### config.mk
export PLATFORM = sky130hd
export DESIGN_NAME = audio_player
export DESIGN_NICKNAME = d
export VERILOG_FILES = /design/src/audio_pkg.sv /design/src/audio_player.sv
export SDC_FILE = /design/constraint.sdc
export NUM_CORES = 1
export LEC_CHECK = 0
export ABC_AREA = 1
export BUFFER_PORTS_ARGS = -buffer_cell sky130_fd_sc_hd__clkbuf_2
export CAP_MARGIN = 10
export CORE_ASPECT_RATIO = 1.1
export CORE_UTILIZATION = 54
export CTS_CLUSTER_DIAMETER = 50
export DETAILED_ROUTE_END_ITERATION = 7
export GPL_TIMING_DRIVEN = 1
export PLACE_DENSITY = 0.85
export SYNTH_ARGS = -nofsm -noshare
export SYNTH_HDL_FRONTEND = slang
export SYNTH_SLANG_ARGS = --single-unit
### constraint.sdc
create_clock -name i_clk -period 5.95 [get_ports i_clk]
set_input_delay 0.595 -clock i_clk [delete_from_list [all_inputs] [get_ports i_clk]]
set_output_delay 0.595 -clock i_clk [all_outputs]
set_load 0.02 [all_outputs]
### src/audio_pkg.sv
package audio_pkg;

	// sample and memory geometry
	localparam int SAMPLE_W = 16;
	localparam int ADDR_W   = 10;
	localparam int SPEED_W  = 4;

	// one audio word as seen by ADC and DAC
	typedef logic [SAMPLE_W-1:0] sample_t;
	// store address, also used as a sample count
	typedef logic [ADDR_W-1:0] addr_t;
	// playback speed switch value
	typedef logic [SPEED_W-1:0] speed_t;
	// bit position inside a sample while shifting in
	typedef logic [$clog2(SAMPLE_W)-1:0] bit_cnt_t;

	// record / play mode machine
	typedef enum logic [2:0] {
		S_IDLE,
		S_RECD,
		S_RECD_PAUSE,
		S_PLAY,
		S_PLAY_PAUSE
	} ctrl_state_t;

endpackage
### src/audio_player.sv
`timescale 1ns/1ps

module audio_player import audio_pkg::*; (
	input  logic    i_clk,
	input  logic    i_rst_n,
	input  logic    i_en,
	input  logic    i_restart,
	input  logic    i_frame,
	input  logic    i_fast,
	input  speed_t  i_speed,
	input  addr_t   i_end_addr,
	input  logic    i_rd_ack,
	input  sample_t i_rd_data,
	output logic    o_rd_req,
	output addr_t   o_rd_addr,
	output sample_t o_dac_data,
	output logic    o_dac_valid,
	output logic    o_play_done
);

	logic            rd_req_r;
	addr_t           addr_r;
	speed_t          frame_cnt_r;
	sample_t         dac_hold_r;
	logic            play_done_r;

	logic            fetch_open;
	logic            fetch_back;
	logic            present;
	logic            at_end;
	logic [ADDR_W:0] step;
	logic [ADDR_W:0] next_addr;
	speed_t          frame_cnt_nxt;

	// busy from req up until ack back down
	assign fetch_open = rd_req_r || i_rd_ack;
	// first clock of ack
	assign fetch_back = rd_req_r && i_rd_ack;
	// sample returned during pause is dropped, same address refetched on resume
	assign present    = fetch_back && i_en;

	// address step for the frame just presented
	always_comb begin
		frame_cnt_nxt = '0;
		if (i_fast) begin
			// skip speed samples
			step = {1'b0, ADDR_W'(i_speed)} + 1'b1;
		end else if (frame_cnt_r >= i_speed) begin
			// slow, held speed+1 frames, now move on
			step = 1;
		end else begin
			step          = '0;
			frame_cnt_nxt = frame_cnt_r + 1'b1;
		end
	end

	// one extra bit so a large step past the top is still seen as the end
	assign next_addr = {1'b0, addr_r} + step;
	assign at_end    = next_addr >= {1'b0, i_end_addr};

	always_ff @(posedge i_clk or negedge i_rst_n) begin
		if (!i_rst_n) begin
			rd_req_r    <= 1'b0;
			addr_r      <= '0;
			frame_cnt_r <= '0;
			play_done_r <= 1'b0;
		end else begin
			play_done_r <= present && at_end;
			if (i_restart) begin
				addr_r      <= '0;
				frame_cnt_r <= '0;
			end else if (present) begin
				addr_r      <= next_addr[ADDR_W-1:0];
				frame_cnt_r <= frame_cnt_nxt;
			end
			// a frame during an open fetch is lost
			if (fetch_back) begin
				rd_req_r <= 1'b0;
			end else if (i_frame && i_en && !fetch_open) begin
				rd_req_r <= 1'b1;
			end
		end
	end

	// dac word kept between frames
	always_ff @(posedge i_clk) begin
		if (present) begin
			dac_hold_r <= i_rd_data;
		end
	end

	assign o_rd_req    = rd_req_r;
	assign o_rd_addr   = addr_r;
	assign o_dac_valid = present;
	assign o_dac_data  = present ? i_rd_data : dac_hold_r;
	assign o_play_done = play_done_r;

endmodule

# Yosys cells after proc, flatten, opt, wreduce, memory -nomap -nowiden
# Cells that the tools add are included.
# word_totals
latch_bits	0
elab_cells	30
memories	0
mem_bits_ro	0
mem_bits_rw	0
reg_bits	32
out_inout_bits	29
# classes
n_addsub	3
eq_ne	0
bitwise	0
div	0
n_lt_le_gt_ge	2
n_mux	11
shifts	0
n_mul	0
n_reduce_logical	9
# op_table
cell	n
10-bit 2-to-1 mux	2
16-bit 2-to-1 mux	1
4-bit 2-to-1 mux	4
10-bit by 11-bit adder with 11-bit output	1
11-bit by 10-bit >= comparator with 1-bit output	1
4-bit by 1-bit adder with 5-bit output (second input constant)	1
1-bit logical AND	5
5-bit 2-to-1 mux	1
4-bit by 1-bit adder with 4-bit output (second input constant)	1
4-bit >= comparator	1
2-bit nonzero test	2
1-bit 2-to-1 mux	3
1-bit logical NOT	1
1-bit logical OR	1

# Longest topological paths before layout
# depth
word_depth	6
ltp_mapped	27
mapped_depth_nobuf	27

# Least setup slack after synthesis
# No wires, ideal clock.
# synth_timing
kind	input-to-reg
from	input i_speed[3]
to	register play_done_r (netlist: o_play_done)
t_required_ps	5827
t_arrival_ps	3215
n_path_buf	0
path_stages	25
setup_slack_ps	2612
setup_time_ps	123
path_cell_list	inv_1 > ha_1 > a21oi_1 > nand4_1 > nand2_1 > inv_1 > ha_1 > fa_1 > nand3_1 > nand2_1 > nand2_1 > nand2_2 > nand2_1 > nand2_1 > nand2_1 > inv_1 > ha_1 > nand2_1 > inv_1 > a21oi_1 > nand2_1 > nand2_1 > nand3_1 > nand2_1 > a21oi_1
# synth_between
elab_chain_len	6
# synth_lines
element	line	rtl
start: declaration	audio_player.sv:10	input speed_t i_speed,
4-bit >= comparator	audio_player.sv:48	end else if (frame_cnt_r >= i_speed) begin
1-bit 2-to-1 mux	audio_player.sv:48	
5-bit 2-to-1 mux (*)	audio_player.sv:45	if (i_fast) begin
10-bit by 11-bit adder with 11-bit output (*)	audio_player.sv:58	assign next_addr = {1'b0, addr_r} + step;
11-bit by 10-bit >= comparator with 1-bit output (*)	audio_player.sv:59	assign at_end = next_addr >= {1'b0, i_end_addr};
1-bit logical AND (*)	audio_player.sv:68	play_done_r <= present && at_end;
end signal: assignment	audio_player.sv:68	
end: declaration	audio_player.sv:25	logic play_done_r;
# Every way passes the cells marked *; elsewhere a longest branch is shown, timed or not.
# A chain may end at the register's enable or synchronous reset.

# Worst setup path in the final report
# Ends and elaborated chain as after synthesis.

==> metrics.md <==
| Metric | Value |
|---|---|
| Resized cells post-CTS | `0` |
| Global-route wire length before repair | `7130 um` |
| Clock-pin slew on the worst setup and hold paths | `110 ps` |
| Mean number of vias per cell | `4.87` |
| Total power of the final layout | `approximately 550 uW` |
| Crit-path max FO | `5` |
| Net Count, Synth | `318` |
| Ys async rst share | `approximately 50%` |
| Most frequent cell after synthesis | `nand2_1` |
| Wire per inst | `10.8 um` |
| Final slew viol count | `0` |
| Number of clock sinks | `32` |
| Sequential cell area fraction in the yosys report | `37.3%` |
| Global route total overflow | `0` |
| Type of element capturing the critical path | `flop` |
| Number of DRC markers after the initial detailed-route iteration | `85` |
| Mean post-synth cell area | `between 7 and 8 um2` |
| Pwr per Cell Area | `230 mW/mm2` |
| Number of routed nets with antenna violations | `0` |
| Number of I/O pins | `66` |
| R2R Path End | `o_play_done` |
| Chip Height | `64.8 um` |
| GRT Total Usage | `24.9%` |
| Number of synthesized register bits | `32` |
| Effective utilization at floorplan | `57.1%` |
| LEAKAGE | `between 0.001 and 0.0015 uW` |
| Post-layout net count | `387` |
| Final core occ | `70.1%` |
| Syn-to-layout area delta | `22.7%` |
| Maximum number of pins on one net before global-route repair | `22` |
| Final setup violation count | `0` |
| Path type of the worst setup path | `primary input to flop` |
| Skew-Pair Late Insertion Delay | `340 ps` |
| Vias in the first global route | `1765` |
| Primary flip-flop cell chosen by synthesis mapping | `dfxtp_1` |
| Worst flop-to-flop path startpoint | `frame_cnt_r[3]` |
| Most area-consuming cells after synthesis | `dfrtp_1 (21%), nand2_1 (18%), dfxtp_1 (17%), ha_1 (14%), inv_1 (7.0%)` |
| Number of CTS-inserted buffers | `5` |
| Number of warnings printed during yosys synthesis | `0` |
| Placer Congestion | `0.837` |
| Number of buffers on the longest clock path | `2` |
| Rel. slew slack | `71.7%` |
| Number of buffers inserted by hold repair at cts | `0` |
| Cell variety after synth | `31` |
| Maximum capacitance violations | `0` |
| Synth cell count leaders | `nand2_1 (91), inv_1 (36), ha_1 (21)` |
| Post-Route WL | `4080 um` |
| Synth Cell Area | `approximately 0.0019 mm2` |
| Hold slack | `160 ps` |
| CTS H-Tree Depth | `2` |
| Critical path data required time | `6150 ps` |
| Arrival time of data at the critical path endpoint | `3600 ps` |
| Post-route design area | `0.00237 mm2` |
| Count of final hold-check violations | `0` |
| Proportion of netlist area held by the largest area contributor | `20.7%` |
| Pre-antenna DRT Iters | `4` |
| Mapped Cells | `259` |
| Startpoint type of the worst setup path | `primary input` |
| Post-route clock period utilization | `57.1%` |
| CTS tree | `built` |
| Placeable Area | `about 0.0034 mm2` |
| Setup repair after global routing missed its margin | `no` |
| Die W | `59.1 um` |
| Slew at the pin with the worst max-slew slack | `424 ps` |
| Max Clk Rate | `294 MHz` |
| Result of the run | `completed` |
| Hold crit path type | `primary input to asynchronous set/reset pin` |
| Cell type contributing the most total cell area after synthesis | `dfrtp_1` |
| DP HPWL | `3170 um` |
| Floorplan die area | `0.00383 mm2` |
| Number of cell instances on the worst register-to-register path | `24` |
| Antenna violations before repair | `0` |
| Reg-to-reg slack, setup | `2570 ps` |
| Root cell of the clock tree | `clkbuf_4` |
| Number of flops mapped to enable cells by yosys | `0` |
| Maximum ir drop on the vdd rail | `0.191 mV` |
| Largest clock skew in the final design | `about 15 ps` |
| Min Clock Period, post-route | `3400 ps` |
| Accumulated negative setup slack | `0 ps` |
| Via count of the routed design | `1837` |
| Fraction of final layout cells sized beyond drive strength 1 | `about a quarter` |
| Number of design rule violations left after detail routing | `0` |
| Port bufs | `65` |
| Buffers inserted during post-CTS setup optimization | `0` |
| Placed inst area | `0.00230 mm2` |
| Antenna cells | `0` |
| Std-Cell Rows | `22` |
layout make-up:
class	instances	area [um2]
clock buffers	7	66.3
flip-flops and latches	32	721
inverters	40	150
repair buffers	65	325
well taps	48	60.1
multi-input cells	184	1050
clock inverters	1	5.00
fillers	301	1010
worst max-delay path by stage:
| stage | start | endpoint | slack [ps] | depth (start not counted) |
|---|---|---|---|---|
| 2_1_floorplan | i_speed[3] | o_play_done | 2610 | 25 |
| 3_3_place_gp | i_speed[3] | o_play_done | 2380 | 26 |
| 3_5_place_dp | i_speed[3] | o_play_done | 2210 | 26 |
| 4_1_cts | frame_cnt_r[3] | o_play_done | 2560 | 24 |
| 5_1_grt | frame_cnt_r[3] | o_play_done | 2200 | 24 |
| 6_report | i_speed[3] | o_play_done | 2550 | 26 |
report_power, final:
group,total [uW],internal (uW),switching (uW)
Combinational,143,51.4,91.2
Clock,148,71.2,76.8
Sequential,255,245,10.1
Total,545,367,178
worst max-delay path: stages:
cell	delay [ps]
clkbuf_2	90
inv_1	60
ha_1	330
a21oi_1	180
nand4_1	180
nand2_1	100
inv_1	40
ha_1	210
fa_1	410
nand3_1	100
nand2_1	80
nand2_1	80
nand2_2	80
nand2_1	70
nand2_1	60
nand2_1	80
inv_1	50
ha_1	280
nand2_1	90
inv_1	40
a21oi_1	130
nand2_1	60
nand2_1	50
nand3_1	60
nand2_1	60
a21oi_1	60
registers in the layout, summed over array words and instances (netlist names):
register / flops
o_rd_addr: 10
o_play_done: 1
frame_cnt_r: 4
dac_hold_r: 16
o_rd_req: 1
stage by stage:
step	cells	setup WS, ps
after CTS	377	2560
after global placement	369	2380
after global routing	377	2200
final	377	2550
after floorplan	259	2610
after detailed placement	369	2210
cells by family after synthesis:
logic type	synth area share, %
fa+ha+maj	14.6
buf+inv	8.67
simple gates	29.2
compound gates	7.63
xor+xnor	2.65
flops	37.3
metal layers:
layer	global-route usage (%)	vias to the layer above	share of wire [%]
met5	0	-	0
met4	11.3	0	2.2
met3	6.59	9	7.2
met2	43.0	66	47
met1	28.0	802	43
li1	-	960	-
cell usage in the layout, fill, tap and decap left out, drive strengths merged:
cell type,n
o21a,1
nand2,93
o21bai,1
a22o,2
a21oi,11
nor2,12
xor2,4
xnor2,1
dfrtp,16
clkbuf,72
o21ai,10
ha,21
and2,3
inv,39
nor4,1
clkinv,2
o22ai,1
fa,1
dfxtp,16
nor3,1
nand3,17
nand4,4
No activity file was read; power rests on OpenSTA's default activity.
