$ cat src/audio_pkg.sv
package audio_pkg;

	// sample and memory geometry
	localparam int SAMPLE_W = 16;
	localparam int ADDR_W   = 10;
	localparam int SPEED_W  = 4;

	// one audio word as seen by ADC and DAC
	typedef logic [SAMPLE_W-1:0] sample_t;
	// store address, also used as a sample count
	typedef logic [ADDR_W-1:0] addr_t;
	// playback speed switch value
	typedef logic [SPEED_W-1:0] speed_t;
	// bit position inside a sample while shifting in
	typedef logic [$clog2(SAMPLE_W)-1:0] bit_cnt_t;

	// record / play mode machine
	typedef enum logic [2:0] {
		S_IDLE,
		S_RECD,
		S_RECD_PAUSE,
		S_PLAY,
		S_PLAY_PAUSE
	} ctrl_state_t;

endpackage
$ cat src/audio_ctrl.sv
`timescale 1ns/1ps

module audio_ctrl import audio_pkg::*; (
	input  logic        i_clk,
	input  logic        i_rst_n,
	input  logic        i_start,
	input  logic        i_pause,
	input  logic        i_stop,
	input  logic        i_play_mode,
	input  logic        i_play_done,
	input  addr_t       i_rec_addr,
	output logic        o_rec_en,
	output logic        o_play_en,
	output logic        o_rec_restart,
	output logic        o_play_restart,
	output addr_t       o_end_addr,
	output ctrl_state_t o_state
);

	ctrl_state_t state_r, state_w;
	addr_t       end_addr_r, end_addr_w;
	logic        rec_restart_r, rec_restart_w;
	logic        play_restart_r, play_restart_w;

	always_comb begin
		state_w        = state_r;
		end_addr_w     = end_addr_r;
		rec_restart_w  = 1'b0;
		play_restart_w = 1'b0;
		case (state_r)
			S_IDLE: begin
				if (i_start) begin
					if (!i_play_mode) begin
						state_w       = S_RECD;
						rec_restart_w = 1'b1;
					end else if (end_addr_r != '0) begin
						// nothing recorded yet, play stays blocked
						state_w        = S_PLAY;
						play_restart_w = 1'b1;
					end
				end
			end
			S_RECD, S_RECD_PAUSE: begin
				// pause before stop, start only resumes from pause
				if (i_pause && state_r == S_RECD) begin
					state_w = S_RECD_PAUSE;
				end else if (i_start && state_r == S_RECD_PAUSE) begin
					state_w = S_RECD;
				end else if (i_stop) begin
					// leaving record, keep sample count as play limit
					state_w    = S_IDLE;
					end_addr_w = i_rec_addr;
				end
			end
			S_PLAY: begin
				if (i_pause) begin
					state_w = S_PLAY_PAUSE;
				end else if (i_stop || i_play_done) begin
					state_w = S_IDLE;
				end
			end
			S_PLAY_PAUSE: begin
				if (i_start) begin
					state_w = S_PLAY;
				end else if (i_stop) begin
					state_w = S_IDLE;
				end
			end
			default: begin
				state_w = S_IDLE;
			end
		endcase
	end

	always_ff @(posedge i_clk or negedge i_rst_n) begin
		if (!i_rst_n) begin
			state_r        <= S_IDLE;
			end_addr_r     <= '0;
			rec_restart_r  <= 1'b0;
			play_restart_r <= 1'b0;
		end else begin
			state_r        <= state_w;
			end_addr_r     <= end_addr_w;
			rec_restart_r  <= rec_restart_w;
			play_restart_r <= play_restart_w;
		end
	end

	// enables follow state, restarts line up with first active clock
	assign o_rec_en       = (state_r == S_RECD);
	assign o_play_en      = (state_r == S_PLAY);
	assign o_rec_restart  = rec_restart_r;
	assign o_play_restart = play_restart_r;
	assign o_end_addr     = end_addr_r;
	assign o_state        = state_r;

endmodule

$ cat config.mk
export PLATFORM = sky130hd
export DESIGN_NAME = audio_ctrl
export DESIGN_NICKNAME = d
export VERILOG_FILES = /design/src/audio_pkg.sv /design/src/audio_ctrl.sv
export SDC_FILE = /design/constraint.sdc
export NUM_CORES = 1
export LEC_CHECK = 0
export ABC_AREA = 1
export BUFFER_PORTS_ARGS = -buffer_cell sky130_fd_sc_hd__buf_2
export CAP_MARGIN = 40
export CORE_AREA = 4 4 49 51
export DETAILED_ROUTE_END_ITERATION = 12
export DIE_AREA = 0 0 53 55
export MAX_ROUTING_LAYER = met4
export PLACE_DENSITY = 0.79
export SLEW_MARGIN = 20
export SYNTH_ARGS = -nofsm -noshare
export SYNTH_HDL_FRONTEND = slang
export SYNTH_SLANG_ARGS = --single-unit
$ cat constraint.sdc
create_clock -name i_clk -period 1.7 [get_ports i_clk]
set_input_delay 0.085 -clock i_clk [delete_from_list [all_inputs] [get_ports i_clk]]
set_output_delay 0.085 -clock i_clk [all_outputs]
set_load 0.1 [all_outputs]
Word-level counts from Yosys, hierarchy flattened
Cells that the tools add are included.
- input bits: 17
- word-level logic and storage cells: 38
- bits in registers: 15
- bitwise logic cells: 2
- reduce and logical (&&, ||, !) cells: 8
- mux-type cells: 17
- equality and inequality tests: 7
- operators with widths (kind ; count):
    3-bit 2-to-1 mux ; 9
    3-bit case mux with 4 select lines ; 1
    10-bit nonzero test ; 1
    1-bit 2-to-1 mux ; 7
    3-bit by 2-bit equality test with 1-bit output (second input constant) ; 2
    4-bit AND reduction ; 1
    3-bit by 1-bit equality test with 1-bit output (second input constant) ; 1
    3-bit equality test (second input constant) ; 1
    3-bit zero test ; 1
    3-bit by 2-bit inequality test with 1-bit output (second input constant) ; 1
    3-bit inequality test (second input constant) ; 1
    3-bit AND reduction ; 1
    1-bit logical AND ; 2
    2-bit inequality test (second input constant) ; 1
    1-bit inverter ; 2
    2-bit OR reduction ; 1
    1-bit logical OR ; 1

Logic depth before layout (Yosys ltp)
Gate-level depths: netlist of run 1.
- word-level depth: 5
- gate-level depth with buffers: 9
- gate-level depth less buffers: 8

Least setup slack after synthesis of run 1
OpenSTA, ideal clock, no wires.
- path kind: register to register
- start point: register state_r[0], in the netlist o_state[0]
- end point: register state_r[0], in the netlist o_state[0]
- data arrival time: 2.988 ns
- required time: 1.576 ns
- setup slack: -1.411 ns
- cell stages (with the launch flop): 8
- clock period less this slack: 3.111 ns
- setup time: 0.124 ns
- cells stage by stage: dfrtp_1 nand2_1 nor2_1 nand3_1 nand2_1 a21oi_1 nand2_1 nand2_1
- elaborated cells between the ends (all ways): 17
- those cells by class: eq/ne: 7; mux: 5; reduce/logical: 5
- RTL lines (element ; RTL line ; source):
    from (decl) ; audio_ctrl.sv:20 ; ctrl_state_t state_r, state_w;
    from (signal assigned) ; audio_ctrl.sv:82 ; state_r <= state_w;
    3-bit by 2-bit equality test with 1-bit output * ; - ;
    named net o_play_en ; audio_ctrl.sv:13 ; output logic o_play_en,
    3-bit by 2-bit inequality test with 1-bit output (no source line) ; - ;
    3-bit AND reduction (no source line) ; - ;
Mark *: on every way through the listed nets, which the timed path passes. The rest lies on a longest branch.
A chain may end at the register's enable or synchronous reset.

Worst setup path in the final report of run 1
- start point: register state_r[2], in the netlist o_state[2]
- end point: output port o_rec_en
- longest elaborated chain between the ends: 1
- RTL lines (element ; RTL line ; source):
    3-bit by 1-bit equality test with 1-bit output ; audio_ctrl.sv:90 ; assign o_rec_en = (state_r == S_RECD);
    to (decl) ; audio_ctrl.sv:12 ; output logic o_rec_en,
Every way passes these cells.

==> run metrics, run 1 <==
status complete, no violations; syn nets 114; Worst EP required 1620 ps; post-synthesis compound-gate area fraction 8.251%; H-tree Lvls 1; syn avg cell area 7.817 sq um; commonest non-fill, non-tap cell in the layout buf_2; sequential fraction of the synthesis area 49.50%; slowest stage delay, CP 520 ps; remaining antenna violation count after routing 0; total congestion overflow 0; antenna violations before repair 0; HPWL after DPL 1410 um; main combinational cell family by area after synthesis simple AND/OR/NAND/NOR gates; CTS Buf Count 3; Fill cells 190; row count 16; CTS sink count 15; mux contribution to synthesized area 0%; largest net degree at the start of global routing 16; drt drc 0; final worst-path cycle share 94.46%; Post-CTS Setup Repair Bufs 0; Area after DPL 977.2 sq um; die area 0.002915 sq mm; clock slew at reported path FFs 90 ps; IO Port Bufs 33; Max Cap Viol 0; final instance area 0.001065 sq mm; post-cts resize count 0; routed vias/inst 4.657; Synth Area in XOR/XNOR 0%; Crit Path Class register to output port; root buf cell clkbuf_4; Hold WC Path Type input port to register; critical-path maximum fanout 6; slew margin rel. 67.46%; DRT Wirelength 1833 um; Layout area overhead 40.43%; CP Capture Type output port; Clock Skew 7.655 ps; Place WS 217.2 ps; Mapped Cells 97; Worst-Skew Late Latency 280 ps; Initial Util 39.05%; most frequent cells in the layout buf_2, nand2_1, dfrtp_1; DR pass1 iterations 4; Setup Viol. Count Final 0; total number of vias 773; synth unique cells 18; Longest Clk Path Bufs 2; post-layout min period 1606 ps; worst-path cell chain inv_2 -> nand3_2 -> inv_6 -> buf_2; global-route wire length before repair 3042 um; setup TNS 0 ps; # nets final 157; layout cells sized above 1 35.97%; TritonCTS clock tree yes; total core area 0.001942 sq mm; I/O pins 34; Post-Syn Area 758.2 sq um; max frequency 622.7 MHz; simple-gate area share of the yosys netlist 36.30%; Tightest Pin Transition 491.5 ps; Arrival @ worst endpoint 1520 ps; flops & latches, synth 15; n_diodes 0; Die Height 55 um; YS warnings 0; vias in the first global route 768; Die Wd 53 um; final critical-path setup slack 94.21 ps; RSZ-0062 raised after global routing false; DR iter-0 viols 13; Final Max Slew Viols 0; wire per inst 11.04 um; Synth Area in Adders 0%; routability cong. 0.8094; CP max stage cell dfrtp_4; Final Hold Viols 0; CP Launch Type register; All-Layer GR Usage 14.59%
[cell type report]
type / instances / area, sq um / area share [%]
sequential: 15 / 386.6 / 36.31
tap: 27 / 33.78 / 3.173
clock buffer: 3 / 22.52 / 2.115
multi-input combinational: 72 / 352.8 / 33.14
inverter: 9 / 38.79 / 3.643
clock inverter: 1 / 5.005 / 0.4700
timing repair buffer: 39 / 225.2 / 21.15
[worst paths after layout]
path | startpoint | end | slack, ps | cells after the start
hold / removal | i_rec_addr[3] | o_end_addr[3] | 10 | 3
setup / recovery | o_state[2] | o_rec_en | 90 | 4
hold reg to reg | o_end_addr[2] | o_end_addr[2] | 540 | 2
max in group asynchronous | i_rst_n | o_state[0] | 1170 | 2
setup reg to reg | o_state[2] | o_end_addr[1] | 200 | 7
min in group asynchronous | i_rst_n | o_rec_restart | 240 | 2
[flip-flops by register name, indices dropped and copies added, names as in the netlist]
name and count:
o_play_restart 1, o_end_addr 10, o_state 3, o_rec_restart 1
[metal layers]
metal,track usage (%),vias to the layer above,wire (um)
met5,-,-,0
met4,5.106,0,12
met3,4.826,2,159
met2,24.38,35,847
met1,16.47,341,812
li1,-,395,-
[synth_stat cells (all sizes together)]
| library cell | count | area [sq um] |
|---|---|---|
| dfrtp | 15 | 375.4 |
| nor3 | 1 | 5.000 |
| o211ai | 1 | 7.510 |
| nand4 | 2 | 12.51 |
| a21oi | 1 | 5.000 |
| o21ai | 10 | 50.05 |
| nor4 | 1 | 6.260 |
| nor2 | 11 | 48.80 |
| nand3 | 9 | 50.05 |
| inv | 9 | 33.79 |
| nand2 | 36 | 152.7 |
| buf | 1 | 11.26 |
[worst max-delay path: cells and delay by family, from the launching register on]
kind | cells | cell delay, ps
buffers and inverters | 3 | 580
DFF | 1 | 520
and+or+nand+nor | 1 | 130
[through the flow]
step | hold slack (ps) | utilization [%] | std cells
final | 11.22 | 54.83 | 166
after global routing | 14.10 | 54.83 | 166
after CTS | 5.400 | 54.83 | 166
after detailed placement | 10.42 | 50.32 | 156
after global placement | 4.180 | 50.32 | 156
after floorplan | -210.6 | - | 97
[kinds of logic (layout without fill, tap and decap cells)]
family,after synthesis,in the layout
buffers and inverters,10,52
AND/OR/NAND/NOR,60,60
AO/OA/AOI/OAI,12,12
flip-flops,15,15
[timing repair]
item / CTS / global route
endpoints found under the setup margin: 0 / 0
endpoints found under the hold margin: 20 / 0
hold buffers: 6 / 0
Power of run 1 is left out: the tool's default activity adds up to more than one toggle a clock period on the data nets, which glitch-free logic cannot reach.
==> run 2, diff against run 1 <==
--- a/config.mk
+++ b/config.mk
@@ -11,6 +11,7 @@
 export CORE_AREA = 4 4 49 51
 export DETAILED_ROUTE_END_ITERATION = 12
 export DIE_AREA = 0 0 53 55
+export HOLD_SLACK_MARGIN = 0.02
 export MAX_ROUTING_LAYER = met4
 export PLACE_DENSITY = 0.79
 export SLEW_MARGIN = 20
==> run metrics, run 2 (synthesis gave the netlist of run 1 again) <==
Crit Path Class register to output port; R2R Path End o_end_addr[1]; DR iter-0 viols 13; family with the most delay on the worst path buffers and inverters; vias in the first global route 767; IO Port Bufs 33; remaining antenna violation count after routing 0; Hold WC Path Type input port to register; Final Max Slew Viols 0; Min-Delay Endpoint o_end_addr[1]; DRT Wirelength 1871 um; Die Height 55 um; # nets final 162; hold path cells 3; Final Hold Viols 0; Worst R2R Setup Slack 200 ps; routability cong. 0.8094; total core area 0.001942 sq mm; HPWL after DPL 1410 um; CP Capture Type output port; Final Instance Count excl. Fillers 171; CTS Buf Count 3; CP max stage cell dfrtp_4; I/O pins 34; antenna violations before repair 0; worst hold start i_rec_addr[1]; Setup Viol. Count Final 0; row count 16; total number of vias 796; die area 0.002915 sq mm; layout cells sized above 1 34.72%; most frequent cells in the layout buf_2, nand2_1, dfrtp_1; DR pass1 iterations 4; worst r2r src o_state[2]; TritonCTS clock tree yes; Clock Skew 7.841 ps; largest net degree at the start of global routing 16; Placed Cells 156; Buffers & Inverters on Critical Path 3; wire per inst 10.94 um; total congestion overflow 0; Worst-Skew Late Latency 280 ps; n_diodes 0; All-Layer GR Usage 15.18%; Arrival @ worst endpoint 1520 ps; slew margin rel. 67.41%; max frequency 622.9 MHz; worst-path cell chain inv_2 -> nand3_2 -> inv_6 -> buf_2; global-route wire length before repair 3160 um; commonest non-fill, non-tap cell in the layout buf_2; Longest Clk Path Bufs 2; H-tree Lvls 1; max reg flops 10; Worst EP required 1620 ps; CTS sink count 15; RSZ-0062 raised after global routing false; routed vias/inst 4.655; critical-path maximum fanout 6; post-layout min period 1605 ps; clock slew at reported path FFs 90 ps; Fill cells 182; Die Wd 53 um; Final Util 57.41%; hold slack 28.69 ps; status complete, no violations; CP Launch Type register; slowest stage delay, CP 520 ps; Layout area overhead 47.03%; root buf cell clkbuf_4; worst r2r path cells 7; Max Cap Viol 0; drt drc 0; final worst-path cycle share 94.44%; Initial Util 39.05%; Tightest Pin Transition 492.2 ps
## run 2: cell types whose count changed in the layout (fill, tap and decap cells not counted)
cell	change
dlygate4sd3_1	+5
## run 2: repair_timing
item | in CTS | in global routing
endpoints found under the hold margin | 25 | 0
buffers inserted | 0 | 0
hold buffers | 11 | 0
resized for setup | 0 | 0
setup endpoints to repair | 0 | 0
## run 2: per-stage QoR
step	TNS [ps]	instance area, sq um	setup slack, ps
2_1_floorplan	-132.1	789.5	-70.15
3_3_place_gp	0	977.2	276.1
3_5_place_dp	0	977.2	217.2
4_1_cts	0	1115	80.49
5_1_grt	0	1115	20.77
6_report	0	1115	94.55
## run 2: worst max path at each step
stage | cells after the start | to | start | slack (ps)
2_1_floorplan | 7 | o_state[0] | o_state[0] | -70
3_3_place_gp | 7 | o_end_addr[7] | o_state[2] | 280
3_5_place_dp | 7 | o_end_addr[6] | o_state[2] | 220
4_1_cts | 4 | o_rec_en | o_state[2] | 80
5_1_grt | 4 | o_rec_en | o_state[2] | 20
6_report | 4 | o_rec_en | o_state[2] | 90
## run 2: worst reg2reg max path, stage by stage, from the launching register on
cell and delay (ps):
dfrtp_4 520, inv_2 100, nand3_2 130, nand2_1 160, nand2_4 100, nor2_4 250, nand2_1 90, nand2_1 80
## run 2: layout make-up
class                   instances  area, sq um  area share [%]
repair buffers                 44        275.3           24.69
clock inverters                 1        5.005          0.4489
multi-input cells              72        352.8           31.65
well taps                      27        33.78           3.030
flip-flops and latches         15        386.6           34.68
clock buffers                   3        22.52           2.020
inverters                       9        38.79           3.479
## run 2: layer usage
layer / wire [um] / part of all wire, % / global-route usage (%) / vias up
met5: 0 / 0 / - / -
met4: 12 / 0.64 / 4.681 / 0
met2: 873 / 47 / 25.62 / 40
met1: 817 / 44 / 17.30 / 349
li1: - / - / - / 405
met3: 167 / 8.9 / 4.826 / 2
Power of run 2 is left out for the same reason.
==> run 3, diff against run 2 <==
--- a/config.mk
+++ b/config.mk
@@ -8,9 +8,11 @@
 export ABC_AREA = 1
 export BUFFER_PORTS_ARGS = -buffer_cell sky130_fd_sc_hd__buf_2
 export CAP_MARGIN = 40
-export CORE_AREA = 4 4 49 51
+export CORE_AREA = 2 2 47 49
+export CTS_CLUSTER_SIZE = 14
 export DETAILED_ROUTE_END_ITERATION = 12
-export DIE_AREA = 0 0 53 55
+export DIE_AREA = 0 0 49 51
+export GPL_TIMING_DRIVEN = 0
 export HOLD_SLACK_MARGIN = 0.02
 export MAX_ROUTING_LAYER = met4
 export PLACE_DENSITY = 0.79
==> run metrics, run 3 (synthesis gave the netlist of run 1 again) <==
Initial Util 36.75%; final worst-path cycle share 95.59%; Setup Viol. Count Final 0; critical-path maximum fanout 6; slew margin rel. 67.57%; IO Port Bufs 33; Final Max Slew Viols 0; worst r2r src o_state[2]; routability cong. 0.8467; CTS Buf Count 3; layout cells sized above 1 34.72%; Worst EP required 1620 ps; CP Capture Type output port; DR iter-0 viols 8; post-layout min period 1625 ps; slowest stage delay, CP 530 ps; Die Height 51 um; Die Wd 49 um; vias in the first global route 800; die area 0.002499 sq mm; n_diodes 0; remaining antenna violation count after routing 0; antenna violations before repair 0; Layout area overhead 47.19%; clock slew at reported path FFs 90 ps; status complete, no violations; Clock Skew 0.9448 ps; CP Launch Type register; drt drc 0; largest net degree at the start of global routing 16; Max Cap Viol 0; H-tree Lvls 1; I/O pins 34; All-Layer GR Usage 17.20%; worst-path cell chain inv_2 -> nand3_2 -> inv_6 -> buf_2; launch point of the worst path o_state[2]; setup TNS 0 ps; Longest Clk Path Bufs 2; CTS sink count 15; family with the most delay on the worst path buffers and inverters; total number of vias 810; total core area 0.002063 sq mm; DRT Wirelength 1979 um; hold slack 26.58 ps; Final Hold Viols 0; # nets final 162; TritonCTS clock tree yes; HPWL after DPL 1403 um; commonest non-fill, non-tap cell in the layout buf_2; global-route wire length before repair 3243 um; Final Util 54.09%; wire per inst 11.51 um; worst hold start i_rec_addr[6]; routed vias/inst 4.709; total congestion overflow 0; Crit Path Class register to output port; row count 17; max reg flops 10; Tightest Pin Transition 489.8 ps; most frequent cells in the layout buf_2, nand2_1, dfrtp_1; hold buffers post-CTS 9; max frequency 615.4 MHz; Arrival @ worst endpoint 1540 ps; Post-CTS Setup Repair Bufs 0; DR pass1 iterations 4; root buf cell clkbuf_4; CP max stage cell dfrtp_4; post-cts resize count 0; Buffers & Inverters on Critical Path 3; Worst-Skew Late Latency 270 ps; RSZ-0062 raised after global routing false; Hold WC Path Type input port to register
-- run 3: cell types whose count changed in the layout (fill, tap and decap cells not counted) --
cell	delta
clkbuf_1	+1
dlygate4sd3_1	-1
clkinv_2	-1
buf_6	+1
-- run 3: layout make-up --
type	instances	area [sq um]
Buffer	1	11.26
Clock buffer	4	26.28
Inverter	9	38.79
Fill cell	206	947.2
Timing Repair Buffer	43	265.3
Multi-Input combinational cell	72	352.8
Sequential cell	15	386.6
Tap cell	28	35.03
-- run 3: metrics by stage --
stage	std cells	instance area, sq um	setup WS, ps
after floorplan	97	789.5	-70.15
after global placement	158	989.7	257.2
after CTS	171	1106	70.35
final	172	1116	74.95
after global routing	172	1116	24.79
after detailed placement	158	989.7	194.5
-- run 3: final timing paths --
kind	depth (start not counted)	slack [ps]	end
worst min-delay path	3	30	o_end_addr[6]
max in group asynchronous	2	1180	o_state[1]
min in group asynchronous	2	240	o_state[2]
worst max register to register	8	180	o_end_addr[1]
worst min register to register	2	530	o_end_addr[9]
worst max-delay path	4	70	o_rec_en
-- run 3: worst register-to-register path, stage by stage (launching register included) --
cell and delay [ps]:
dfrtp_4 530, inv_2 110, nand3_2 130, nand2_1 170
nand2_4 110, nor2_4 140, buf_6 140, nand2_1 60
nand2_1 60
-- run 3: layer usage --
layer  part of all wire, %  global-route usage [%]  wire [um]  vias up
met5                     0                       -          0        -
met3                   6.8                   4.094        135        0
li1                      -                       -          -      407
met2                    51                   32.88       1012       36
met1                    42                   18.37        831      367
met4                     0                   2.857          0        0
Power of run 3 is left out for the same reason.
